**config.mk**
```make
export PLATFORM = sky130hd
export DESIGN_NAME = dw_conv_shift
export DESIGN_NICKNAME = d
export VERILOG_FILES = /design/src/hdl/dw_pkg.sv /design/src/hdl/dw_column_serializer.sv /design/src/hdl/dw_stride_selector.sv /design/src/hdl/skid_buffer.sv /design/src/hdl/dw_conv_shift.sv
export SDC_FILE = /design/constraint.sdc
export NUM_CORES = 1
export LEC_CHECK = 0
export ABC_AREA = 1
export ABC_CLOCK_PERIOD_IN_PS = 13400
export CAP_MARGIN = 5
export CORE_AREA = 2 2 207 250
export DETAILED_ROUTE_END_ITERATION = 12
export DIE_AREA = 0 0 209 252
export DONT_BUFFER_PORTS = 1
export GPL_TIMING_DRIVEN = 0
export HOLD_SLACK_MARGIN = 0.06
export PLACE_DENSITY = 0.79
export SETUP_SLACK_MARGIN = 0.05
export SYNTH_ARGS = -nofsm -noshare
export SYNTH_HDL_FRONTEND = slang
export SYNTH_SLANG_ARGS = --single-unit
```
**constraint.sdc**
```tcl
create_clock -name aclk -period 13.4 [get_ports aclk]
set_input_delay 0.67 -clock aclk [delete_from_list [all_inputs] [get_ports aclk]]
set_output_delay 0.67 -clock aclk [all_outputs]
set_load 0.02 [all_outputs]
```
**src/hdl/dw_pkg.sv**
```systemverilog
package dw_pkg;

  localparam int BITS_KW2       = 2;  // Half kernel width index.
  localparam int BITS_SW        = 2;  // Stride minus one.
  localparam int BITS_MEMBERS   = 4;  // Serializer step count.
  localparam int BITS_OUT_SHIFT = 2;  // Selector output count.
  localparam int CLR_WIDTH      = 3;  // Clear code per column.
  localparam int TAG_WIDTH      = 8;  // Opaque tag, passed through.

  // Carried with every step and every output beat.
  typedef struct packed {
    logic [BITS_KW2-1:0]  kw2;
    logic [BITS_SW-1:0]   sw_1;
    logic [TAG_WIDTH-1:0] tag;
  } dw_base_t;

  // Input user word.
  typedef struct packed {
    logic [BITS_MEMBERS-1:0]   shift_a;
    logic [BITS_OUT_SHIFT-1:0] shift_b;
    dw_base_t                  base;
  } dw_cfg_t;

  // Output user word.
  typedef struct packed {
    logic [CLR_WIDTH-1:0] clr;
    dw_base_t             base;
  } dw_out_user_t;

endpackage

```
**src/hdl/dw_column_serializer.sv**
```systemverilog
`timescale 1ns/1ps

module dw_column_serializer
  import dw_pkg::*;
#(
  parameter int ROWS       = 2,
  parameter int COLS       = 12,
  parameter int WORD_WIDTH = 16
) (
  input  logic                                           aclk,
  input  logic                                           rst,
  input  logic                                           s_valid,
  output logic                                           s_ready,
  input  logic                                           s_last,
  input  logic [COLS-1:0][ROWS-1:0][WORD_WIDTH-1:0]      s_data,
  input  logic [COLS-1:0][CLR_WIDTH-1:0]                 s_clr,
  input  dw_cfg_t                                        s_cfg,
  input  logic                                           step_ready,
  output logic                                           step_valid,
  output logic [COLS-1:0][ROWS*WORD_WIDTH+CLR_WIDTH-1:0] step_cols,
  output dw_base_t                                       step_base,
  output logic                                           step_last,
  output logic [BITS_OUT_SHIFT-1:0]                      step_shift_b
);

  typedef struct packed {
    logic [ROWS-1:0][WORD_WIDTH-1:0] data;
    logic [CLR_WIDTH-1:0]            clr;
  } col_t;

  col_t [COLS-1:0]           col_q;
  col_t [COLS-1:0]           col_load;
  logic [BITS_MEMBERS-1:0]   count_q;
  logic                      count_zero;
  logic                      count_en;
  logic                      accept;
  logic                      valid_q;
  logic                      last_q;
  dw_base_t                  base_q;
  logic [BITS_OUT_SHIFT-1:0] shift_b_q;

  assign count_zero = (count_q == '0);
  assign count_en   = step_ready & (count_zero ? s_valid : 1'b1);
  assign s_ready    = step_ready & count_zero;  // New beat only after the last step.
  assign accept     = s_valid & s_ready;

  always_comb begin
    for (int m = 0; m < COLS; m++) begin
      col_load[m].data = s_data[m];
      col_load[m].clr  = s_clr[m];
    end
  end

  always_ff @(posedge aclk) begin
    if (rst) begin
      count_q <= '0;
      valid_q <= 1'b0;
      last_q  <= 1'b0;
    end else begin
      if (count_en) begin
        count_q <= count_zero ? s_cfg.shift_a : count_q - 1'b1;
      end
      if (s_ready) begin
        valid_q <= s_valid;  // Drops once the final step is taken with no new beat.
      end
      if (accept) begin
        last_q <= s_last;
      end
    end
  end

  // Column m moves to m+1 on every step, zero fills from the bottom.
  always_ff @(posedge aclk) begin
    if (count_en) begin
      if (count_zero) begin
        col_q <= col_load;
      end else begin
        col_q <= {col_q[COLS-2:0], col_t'('0)};
      end
    end
    if (accept) begin
      base_q    <= s_cfg.base;
      shift_b_q <= s_cfg.shift_b;
    end
  end

  assign step_valid   = valid_q;
  assign step_cols    = col_q;
  assign step_base    = base_q;
  assign step_last    = last_q & count_zero;
  assign step_shift_b = shift_b_q;

endmodule

```
**src/hdl/dw_stride_selector.sv**
```systemverilog
`timescale 1ns/1ps

module dw_stride_selector
  import dw_pkg::*;
#(
  parameter int ROWS       = 2,
  parameter int COLS       = 12,
  parameter int WORD_WIDTH = 16,
  parameter int KW_MAX     = 5,
  parameter int SW_MAX     = 3
) (
  input  logic                                           aclk,
  input  logic                                           rst,
  input  logic                                           step_valid,
  output logic                                           step_ready,
  input  logic [COLS-1:0][ROWS*WORD_WIDTH+CLR_WIDTH-1:0] step_cols,
  input  dw_base_t                                       step_base,
  input  logic                                           step_last,
  input  logic [BITS_OUT_SHIFT-1:0]                      step_shift_b,
  output logic                                           o_valid,
  input  logic                                           o_ready,
  output logic [ROWS-1:0][WORD_WIDTH-1:0]                o_data,
  output dw_out_user_t                                   o_user,
  output logic                                           o_last
);

  localparam int SLOTS   = COLS / 3;
  localparam int KW2_TOP = KW_MAX / 2;

  typedef struct packed {
    logic [ROWS-1:0][WORD_WIDTH-1:0] data;
    logic [CLR_WIDTH-1:0]            clr;
  } col_t;

  col_t [COLS-1:0]           cols_in;
  wire  [SLOTS-1:0][ROWS*WORD_WIDTH+CLR_WIDTH-1:0] col_mux [KW2_TOP+1][SW_MAX];
  col_t [SLOTS-1:0]          slot_sel;
  col_t [SLOTS-1:0]          slot_q;
  logic [BITS_OUT_SHIFT-1:0] count_q;
  logic                      count_zero;
  logic                      count_en;
  logic                      valid_q;
  logic                      last_q;
  dw_base_t                  base_q;

  assign cols_in = step_cols;

  // One fixed column pick per kernel/stride pair.
  for (genvar kw = 0; kw <= KW2_TOP; kw++) begin : g_kw
    for (genvar sw = 0; sw < SW_MAX; sw++) begin : g_sw
      for (genvar i = 0; i < SLOTS; i++) begin : g_slot
        localparam int J   = 2 * kw + 1 + sw;
        localparam int IDX = (kw == 0) ? ((i == 0) ? COLS - 1 : -1) : i * J + J - 1;
        if (IDX >= 0 && IDX < COLS) begin : g_on
          assign col_mux[kw][sw][i] = cols_in[IDX];
        end else begin : g_off
          assign col_mux[kw][sw][i] = '0;
        end
      end
    end
  end

  always_comb begin
    slot_sel = '0;
    for (int kw = 0; kw <= KW2_TOP; kw++) begin
      for (int sw = 0; sw < SW_MAX; sw++) begin
        if (int'(step_base.kw2) == kw && int'(step_base.sw_1) == sw) begin
          slot_sel = col_mux[kw][sw];
        end
      end
    end
  end

  assign count_zero = (count_q == '0);
  assign count_en   = o_ready & (count_zero ? step_valid : 1'b1);
  assign step_ready = o_ready & count_zero;

  always_ff @(posedge aclk) begin
    if (rst) begin
      count_q <= '0;
      valid_q <= 1'b0;
      last_q  <= 1'b0;
    end else begin
      if (count_en) begin
        count_q <= count_zero ? step_shift_b : count_q - 1'b1;
      end
      if (step_ready) begin
        valid_q <= step_valid;
      end
      if (step_valid && step_ready) begin
        last_q <= step_last;
      end
    end
  end

  // Slot 0 is the current output; the rest move down one per beat.
  always_ff @(posedge aclk) begin
    if (count_en) begin
      if (count_zero) begin
        slot_q <= slot_sel;
      end else begin
        slot_q <= {col_t'('0), slot_q[SLOTS-1:1]};
      end
    end
    if (step_valid && step_ready) begin
      base_q <= step_base;
    end
  end

  assign o_valid     = valid_q;
  assign o_data      = slot_q[0].data;
  assign o_user.clr  = slot_q[0].clr;
  assign o_user.base = base_q;
  assign o_last      = last_q & count_zero;

endmodule

```
**src/hdl/skid_buffer.sv**
```systemverilog
`timescale 1ns/1ps

module skid_buffer #(
  parameter int WIDTH = 8
) (
  input  logic             aclk,
  input  logic             rst,
  input  logic             s_valid,
  output logic             s_ready,
  input  logic [WIDTH-1:0] s_data,
  output logic             m_valid,
  input  logic             m_ready,
  output logic [WIDTH-1:0] m_data
);

  logic [WIDTH-1:0] main_q;
  logic [WIDTH-1:0] skid_q;
  logic             main_valid_q;
  logic             skid_empty_q;
  logic             main_free;

  assign main_free = m_ready | ~main_valid_q;

  always_ff @(posedge aclk) begin
    if (rst) begin
      main_valid_q <= 1'b0;
      skid_empty_q <= 1'b1;
    end else if (skid_empty_q) begin
      if (main_free) begin
        main_valid_q <= s_valid;
      end else if (s_valid) begin
        skid_empty_q <= 1'b0;  // Output stalled, park the beat.
      end
    end else if (m_ready) begin
      skid_empty_q <= 1'b1;  // Skid moves to main, main stays valid.
    end
  end

  always_ff @(posedge aclk) begin
    if (skid_empty_q) begin
      if (s_valid && main_free) begin
        main_q <= s_data;
      end
      if (s_valid && !main_free) begin
        skid_q <= s_data;
      end
    end else if (m_ready) begin
      main_q <= skid_q;
    end
  end

  assign s_ready = skid_empty_q;
  assign m_valid = main_valid_q;
  assign m_data  = main_q;

endmodule

```
**src/hdl/dw_conv_shift.sv**
```systemverilog
`timescale 1ns/1ps

module dw_conv_shift
  import dw_pkg::*;
#(
  parameter int ROWS       = 2,
  parameter int COLS       = 12,
  parameter int WORD_WIDTH = 16,
  parameter int KW_MAX     = 5,
  parameter int SW_MAX     = 3
) (
  input  logic                                      aclk,
  input  logic                                      rst,
  input  logic                                      s_valid,
  output logic                                      s_ready,
  input  logic                                      s_last,
  input  logic [COLS-1:0][ROWS-1:0][WORD_WIDTH-1:0] s_data,
  input  logic [COLS-1:0][CLR_WIDTH-1:0]            s_clr,
  input  dw_cfg_t                                   s_cfg,
  output logic                                      m_valid,
  input  logic                                      m_ready,
  output logic                                      m_last,
  output logic [ROWS-1:0][WORD_WIDTH-1:0]           m_data,
  output dw_out_user_t                              m_user
);

  typedef struct packed {
    logic [ROWS-1:0][WORD_WIDTH-1:0] data;
    dw_out_user_t                    user;
    logic                            last;
  } out_beat_t;

  logic                                           step_valid;
  logic                                           step_ready;
  logic [COLS-1:0][ROWS*WORD_WIDTH+CLR_WIDTH-1:0] step_cols;
  dw_base_t                                       step_base;
  logic                                           step_last;
  logic [BITS_OUT_SHIFT-1:0]                      step_shift_b;
  logic                                           o_valid;
  logic                                           o_ready;
  out_beat_t                                      o_beat;
  out_beat_t                                      m_beat;

  dw_column_serializer #(
    .ROWS         (ROWS),
    .COLS         (COLS),
    .WORD_WIDTH   (WORD_WIDTH)
  ) serializer0 (
    .aclk         (aclk),
    .rst          (rst),
    .s_valid      (s_valid),
    .s_ready      (s_ready),
    .s_last       (s_last),
    .s_data       (s_data),
    .s_clr        (s_clr),
    .s_cfg        (s_cfg),
    .step_ready   (step_ready),
    .step_valid   (step_valid),
    .step_cols    (step_cols),
    .step_base    (step_base),
    .step_last    (step_last),
    .step_shift_b (step_shift_b)
  );

  dw_stride_selector #(
    .ROWS         (ROWS),
    .COLS         (COLS),
    .WORD_WIDTH   (WORD_WIDTH),
    .KW_MAX       (KW_MAX),
    .SW_MAX       (SW_MAX)
  ) selector0 (
    .aclk         (aclk),
    .rst          (rst),
    .step_valid   (step_valid),
    .step_ready   (step_ready),
    .step_cols    (step_cols),
    .step_base    (step_base),
    .step_last    (step_last),
    .step_shift_b (step_shift_b),
    .o_valid      (o_valid),
    .o_ready      (o_ready),
    .o_data       (o_beat.data),
    .o_user       (o_beat.user),
    .o_last       (o_beat.last)
  );

  skid_buffer #(
    .WIDTH   ($bits(out_beat_t))
  ) skid0 (
    .aclk    (aclk),
    .rst     (rst),
    .s_valid (o_valid),
    .s_ready (o_ready),
    .s_data  (o_beat),
    .m_valid (m_valid),
    .m_ready (m_ready),
    .m_data  (m_beat)
  );

  assign m_data = m_beat.data;
  assign m_user = m_beat.user;
  assign m_last = m_beat.last;

endmodule

```
## Word-level counts from Yosys, hierarchy flattened

Index checks and enable logic that the tools add are counted.

| storage, ports and cells | value |
|---|---|
| flip-flop bits (word level) | 694 |
| bits in latches | 0 |
| bits in writable memories | 0 |
| memory bits (read-only) | 0 |
| input port bits | 443 |
| logic and storage cells | 126 |
| memories | 0 |

| cells by class | value |
|---|---|
| $add $sub $neg | 2 |
| $mul | 0 |
| divide/modulo/power cells | 0 |
| order comparisons | 0 |
| equal/unequal tests | 5 |
| shift-type cells | 0 |
| muxes and demuxes | 22 |
| bitwise gates (word level) | 10 |
| reduce and logical (&&, ||, !) cells | 22 |

Operators with widths:

| operator | count |
|---|---|
| two-way mux 105 bit | 6 |
| two-way mux 420 bit | 1 |
| two-way mux 48 bit | 3 |
| two-way mux 140 bit | 1 |
| two-way mux 35 bit | 3 |
| logical AND 1 bit | 12 |
| equality test 2 bit (second input constant) | 4 |
| bitwise AND 1 bit | 7 |
| zero test 2 bit | 3 |
| two-way mux 1 bit | 6 |
| AND reduction 2 bit | 3 |
| OR reduction 6 bit | 1 |
| zero test 4 bit | 1 |
| two-way mux 4 bit | 1 |
| subtractor 4 x 1 -> 4 bit (second input constant) | 1 |
| two-way mux 2 bit | 1 |
| != test 2 bit (second input constant) | 1 |
| inverter 1 bit | 2 |
| nonzero test 2 bit | 1 |
| subtractor 2 x 1 -> 2 bit (second input constant) | 1 |
| zero test 1 bit | 1 |
| bitwise OR 1 bit | 1 |

## Longest topological paths before layout

| depth | value |
|---|---|
| depth in word-level cells | 12 |
| depth in mapped cells | 10 |

## Cells and area by module

Synthesis repeated with hierarchy kept, for this count alone.

| second synthesis, totals | value |
|---|---|
| cells, all modules | 2,571 |
| area, all modules | 33,270.7 um2 |

By module, submodules not included:

| module | times used | cells each | area an instance (um2) | seq. area each (um2) |
|---|---|---|---|---|
| dw_column_serializer | 1 | 992 | 19,553.8 | 13,152.6 |
| dw_stride_selector | 1 | 1,313 | 10,124.7 | 4,644.5 |
| skid_buffer | 1 | 266 | 3,592.2 | 2,922.8 |

## Least setup slack after synthesis

Ideal clock, no wire load.

| timing path | value |
|---|---|
| path kind | in2reg |
| start point | input s_valid |
| end point | register serializer0.col_q (netlist bit serializer0.step_cols[0]), enable pin |
| library setup time | 0.769 ns |
| data arrival time | 8.993 ns |
| required time | 12.631 ns |
| setup slack | 3.638 ns |
| stages on the path | 4 |
| cell sequence | inv_1 > nand3_1 > nand2_1 > inv_1 |

| between the ends | value |
|---|---|
| cells in the longest elaborated chain, start to end | 2 |

RTL lines:

| element | RTL line | RTL |
|---|---|---|
| start, declared | dw_conv_shift.sv:14 | `input logic s_valid,` |
| two-way mux 1 bit | dw_column_serializer.sv:43 | `assign count_en = step_ready & (count_zero ? s_valid : 1'b1);` |
| bitwise AND 1 bit | dw_column_serializer.sv:43 |  |
| named net serializer0.count_en | dw_column_serializer.sv:35 | `logic count_en;` |
| end signal, assigned | dw_column_serializer.sv:76 | `col_q <= col_load;` |
| end signal, assigned | dw_column_serializer.sv:78 | `col_q <= {col_q[COLS-2:0], col_t'('0)};` |
| end, declared | dw_column_serializer.sv:31 | `col_t [COLS-1:0] col_q;` |

The timed path passes the listed nets, and every way through them passes these cells.
A chain may end at the register's enable or synchronous reset.

## Worst setup path in the final report

| timing path | value |
|---|---|
| start point | register serializer0.count_q[0] |
| end point | register serializer0.col_q (netlist bit serializer0.step_cols[355]), data pin |

| between the ends | value |
|---|---|
| cells in the longest elaborated chain, start to end | 2 |

RTL lines:

| element | RTL line | RTL |
|---|---|---|
| start, declared | dw_column_serializer.sv:33 | `logic [BITS_MEMBERS-1:0] count_q;` |
| start signal, assigned | dw_column_serializer.sv:61 | `count_q <= count_zero ? s_cfg.shift_a : count_q - 1'b1;` |
| zero test 4 bit | dw_column_serializer.sv:42 | `assign count_zero = (count_q == '0);` |
| two-way mux 420 bit | dw_column_serializer.sv:75 | `if (count_zero) begin` |

Every way passes these cells.

==> flow_summary_export.csv <==
group,metric,value,unit
grt,first_global_vias,24700,
cts,cts_hold_buf,0,
critical_path,rr_startpoint,"serializer0.count_q[0]",
cts,clock_latency,630,ps
final_layout,syn_to_final_growth,10.8,%
critical_path,start_kind,"register",
floorplanning,coreArea,50100,um^2
floorplanning,start_util,0.634,
critical_path,r2r_slack,10530,ps
hold_path,min_to,"serializer0.step_base[2]",
final_layout,layout.nets,3893,
drt,drt_iter0_drc,3709,
drt,first_pass_iters,8,
hold_path,min_from,"s_cfg[2]",
cts,cts_setup_buffers,0,
place,placed_cells,4021,
hold_path,hold_class,"primary input to register",
run,cap_violations,0,
final_layout,final_common_cell,"nand2_1",
timing,min_period_over_period,0.214,
grt,grt_overflow,0,
power,p_sw,3940,uW
critical_path,critPathMaxFanout,10,
cts,clock-root-buffer,"clkbuf_16",
cts,clock_path_buffers,3,
timing,worstMarginPinSlew,1240,ps
cts,cts.clk_slew.worst_paths,60,ps
power,power_density,278,nW/um^2
critical_path,r2r_end,"serializer0.step_cols[355]",
timing,drv_slew,0,
yosys,synth-seq-cells,694,
timing,rsz0062_at_grt,"no",
drt,vias_per_cell,6.13,
timing,finalHoldViolations,0,
timing,hold_slack,142,ps
yosys,yosys_warnings,0,
place,post-place-ws,10580,ps
cts,cts.sinks,694,
cts,htreeDepth,3,
critical_path,endpoint_kind,"register",
floorplanning,die_area,52700,um^2
floorplanning,io_pins,493,
timing,fmax,349,MHz
status,status,"complete, no violations",
grt,busiest_layer,"met2",
power,seqPwrFrac,0.453,
power,pwr-share-comb,0.341,
critical_path,critPathKind,"register to register",
drt,antenna_left,0,
grt,grt_max_degree,144,
yosys,avgSynthCellArea,9.44,um^2
final_layout,fin_cells,4162,
cts,cts_tree,"done",
timing,max_slew_margin,0.173,
yosys,synth_fp_nets,3811,
drt,vias,25500,
grt,use_met1,0.502,
timing,finalSetupViolCount,0,
yosys,ys.flop_type,"edfxtp_1",
critical_path,worstPathRequired,13860,ps
yosys,ys_seq_area_frac,0.652,
yosys,syn-instance-count,3367,
drt,routed_wirelength,109000,um
grt,antenna_found_initial,20,
power,clkPwrFrac,0.206,
place,dp_hpwl,81100,um
critical_path,ff2ff_path_depth,7,
place,port_buffers,0,
grt,grtUsageMet3,0.113,
drt,drc,0,
power,p_sw_frac,0.404,
yosys,synth_enable_flop_cells,682,
hold_path,worstHoldPathCells,0,
critical_path,crit_arrival,3330,ps
power,power.leakage,0.0156,uW
final_layout,layout_common_cells,"nand2_1, edfxtp_1, nand3_1",
floorplanning,die_height,252,um
drt,routedWlPerCell,26.2,um
cts,cts_resized,0,
final_layout,fillCellCount,3712,
power,vdd_drop_max,0.206,mV
place,place.gp.congestion,0.980,
yosys,ys_async_sr_fraction,0,
cts,cts-buffers-inserted,70,
grt,grtUsageMet2,0.682,
grt,track_usage,0.413,
timing,worst_slack,10530,ps
floorplanning,std_cell_rows,90,
timing,fin_skew,22.0,ps
critical_path,cp-startpoint,"serializer0.count_q[0]",
yosys,ys_types,24,
timing,finalCriticalPeriod,2870,ps
floorplanning,die_x,209,um
power,p_int,5830,uW
grt,grt_pass1_wl,156000,um
final_layout,drive_above_1_share,0.0637,
yosys,netlist_area,31800,um^2
## critical path, stage by stage (launching register included)
cell	delay, ps
dfxtp_1	350
inv_1	80
ha_1	250
nand2_1	210
clkbuf_1	650
clkbuf_1	730
nand2_1	270
nand2_1	170
## Yosys cell counts, types with 28 or more instances
cell type | count | area share
nand2_1 | 1620 | 0.19
edfxtp_1 | 682 | 0.64
nand3_1 | 254 | 0.040
inv_1 | 197 | 0.023
o21ai_0 | 103 | 0.016
clkbuf_1 | 99 | 0.012
nor2_1 | 89 | 0.011
a21oi_1 | 85 | 0.013
buf_2 | 80 | 0.013
nor3_1 | 35 | 0.0055
o21bai_1 | 35 | 0.0083
o211ai_1 | 28 | 0.0066
## layer usage
layer,vias to the layer above,part of all wire
li1,11300,-
met1,12000,0.35
met2,1915,0.48
met3,317,0.13
met4,10,0.050
met5,-,0.00056
## cells by family after synthesis
logic type,synth area share
AO/OA/AOI/OAI,0.0456
adder cells (fa/ha/maj),0.000394
buffers and inverters,0.0515
AND/OR/NAND/NOR,0.251
flip-flops,0.652
## layout make-up
class                           instances  area [um^2]  area share
Sequential cell                       694        20700       0.589
Antenna cell                           17         42.5     0.00121
Multi-Input combinational cell       2269         9450       0.269
Timing Repair Buffer                   10          223     0.00633
Clock inverter                         36          378      0.0107
Inverter                              208          788      0.0224
Tap cell                              644          806      0.0229
Clock buffer                           88         1930      0.0550
Buffer                                196          855      0.0243
## power groups by stage
stage | registers (uW) | clock network (uW) | logic (uW)
after floorplan | 4470 | 0 | 1980
after global placement | 4810 | 0 | 3050
after detailed placement | 4420 | 0 | 3210
after CTS | 4390 | 2000 | 3240
after global routing | 4480 | 2080 | 3600
final | 4420 | 2010 | 3340
## metrics by stage
step                      cell area (um^2)  TNS (ps)  total power [uW]   util
final                                35200         0              9770  0.702
after global routing                 35200         0             10200  0.702
after CTS                            35200         0              9630  0.702
after detailed placement             32800         0              7630  0.655
after global placement               32600     -2870              7860  0.650
after floorplan                      31800         0              6440      -
## sequential cells by signal, summed over array words and instances, names as in the netlist
name	cells
serializer0.step_cols	420
selector0.slot_q	105
skid0.m_data	48
skid0.skid_q	48
selector0.o_data	32
selector0.o_user	15
serializer0.step_base	12
serializer0.count_q	4
selector0.count_q	2
serializer0.step_shift_b	2
selector0.last_q	1
selector0.o_valid	1
serializer0.last_q	1
serializer0.step_valid	1
skid0.m_valid	1
skid0.s_ready	1
## how the worst max path moves through the flow
stage,to,cells after the start
finish,serializer0.step_cols[355],7
global route,serializer0.step_cols[169],6
CTS,s_ready,5
detailed placement,serializer0.step_cols[355],7
global placement,serializer0.count_q[1],7
floorplan,serializer0.step_cols[0],4
No activity file was read; power rests on OpenSTA's default activity.
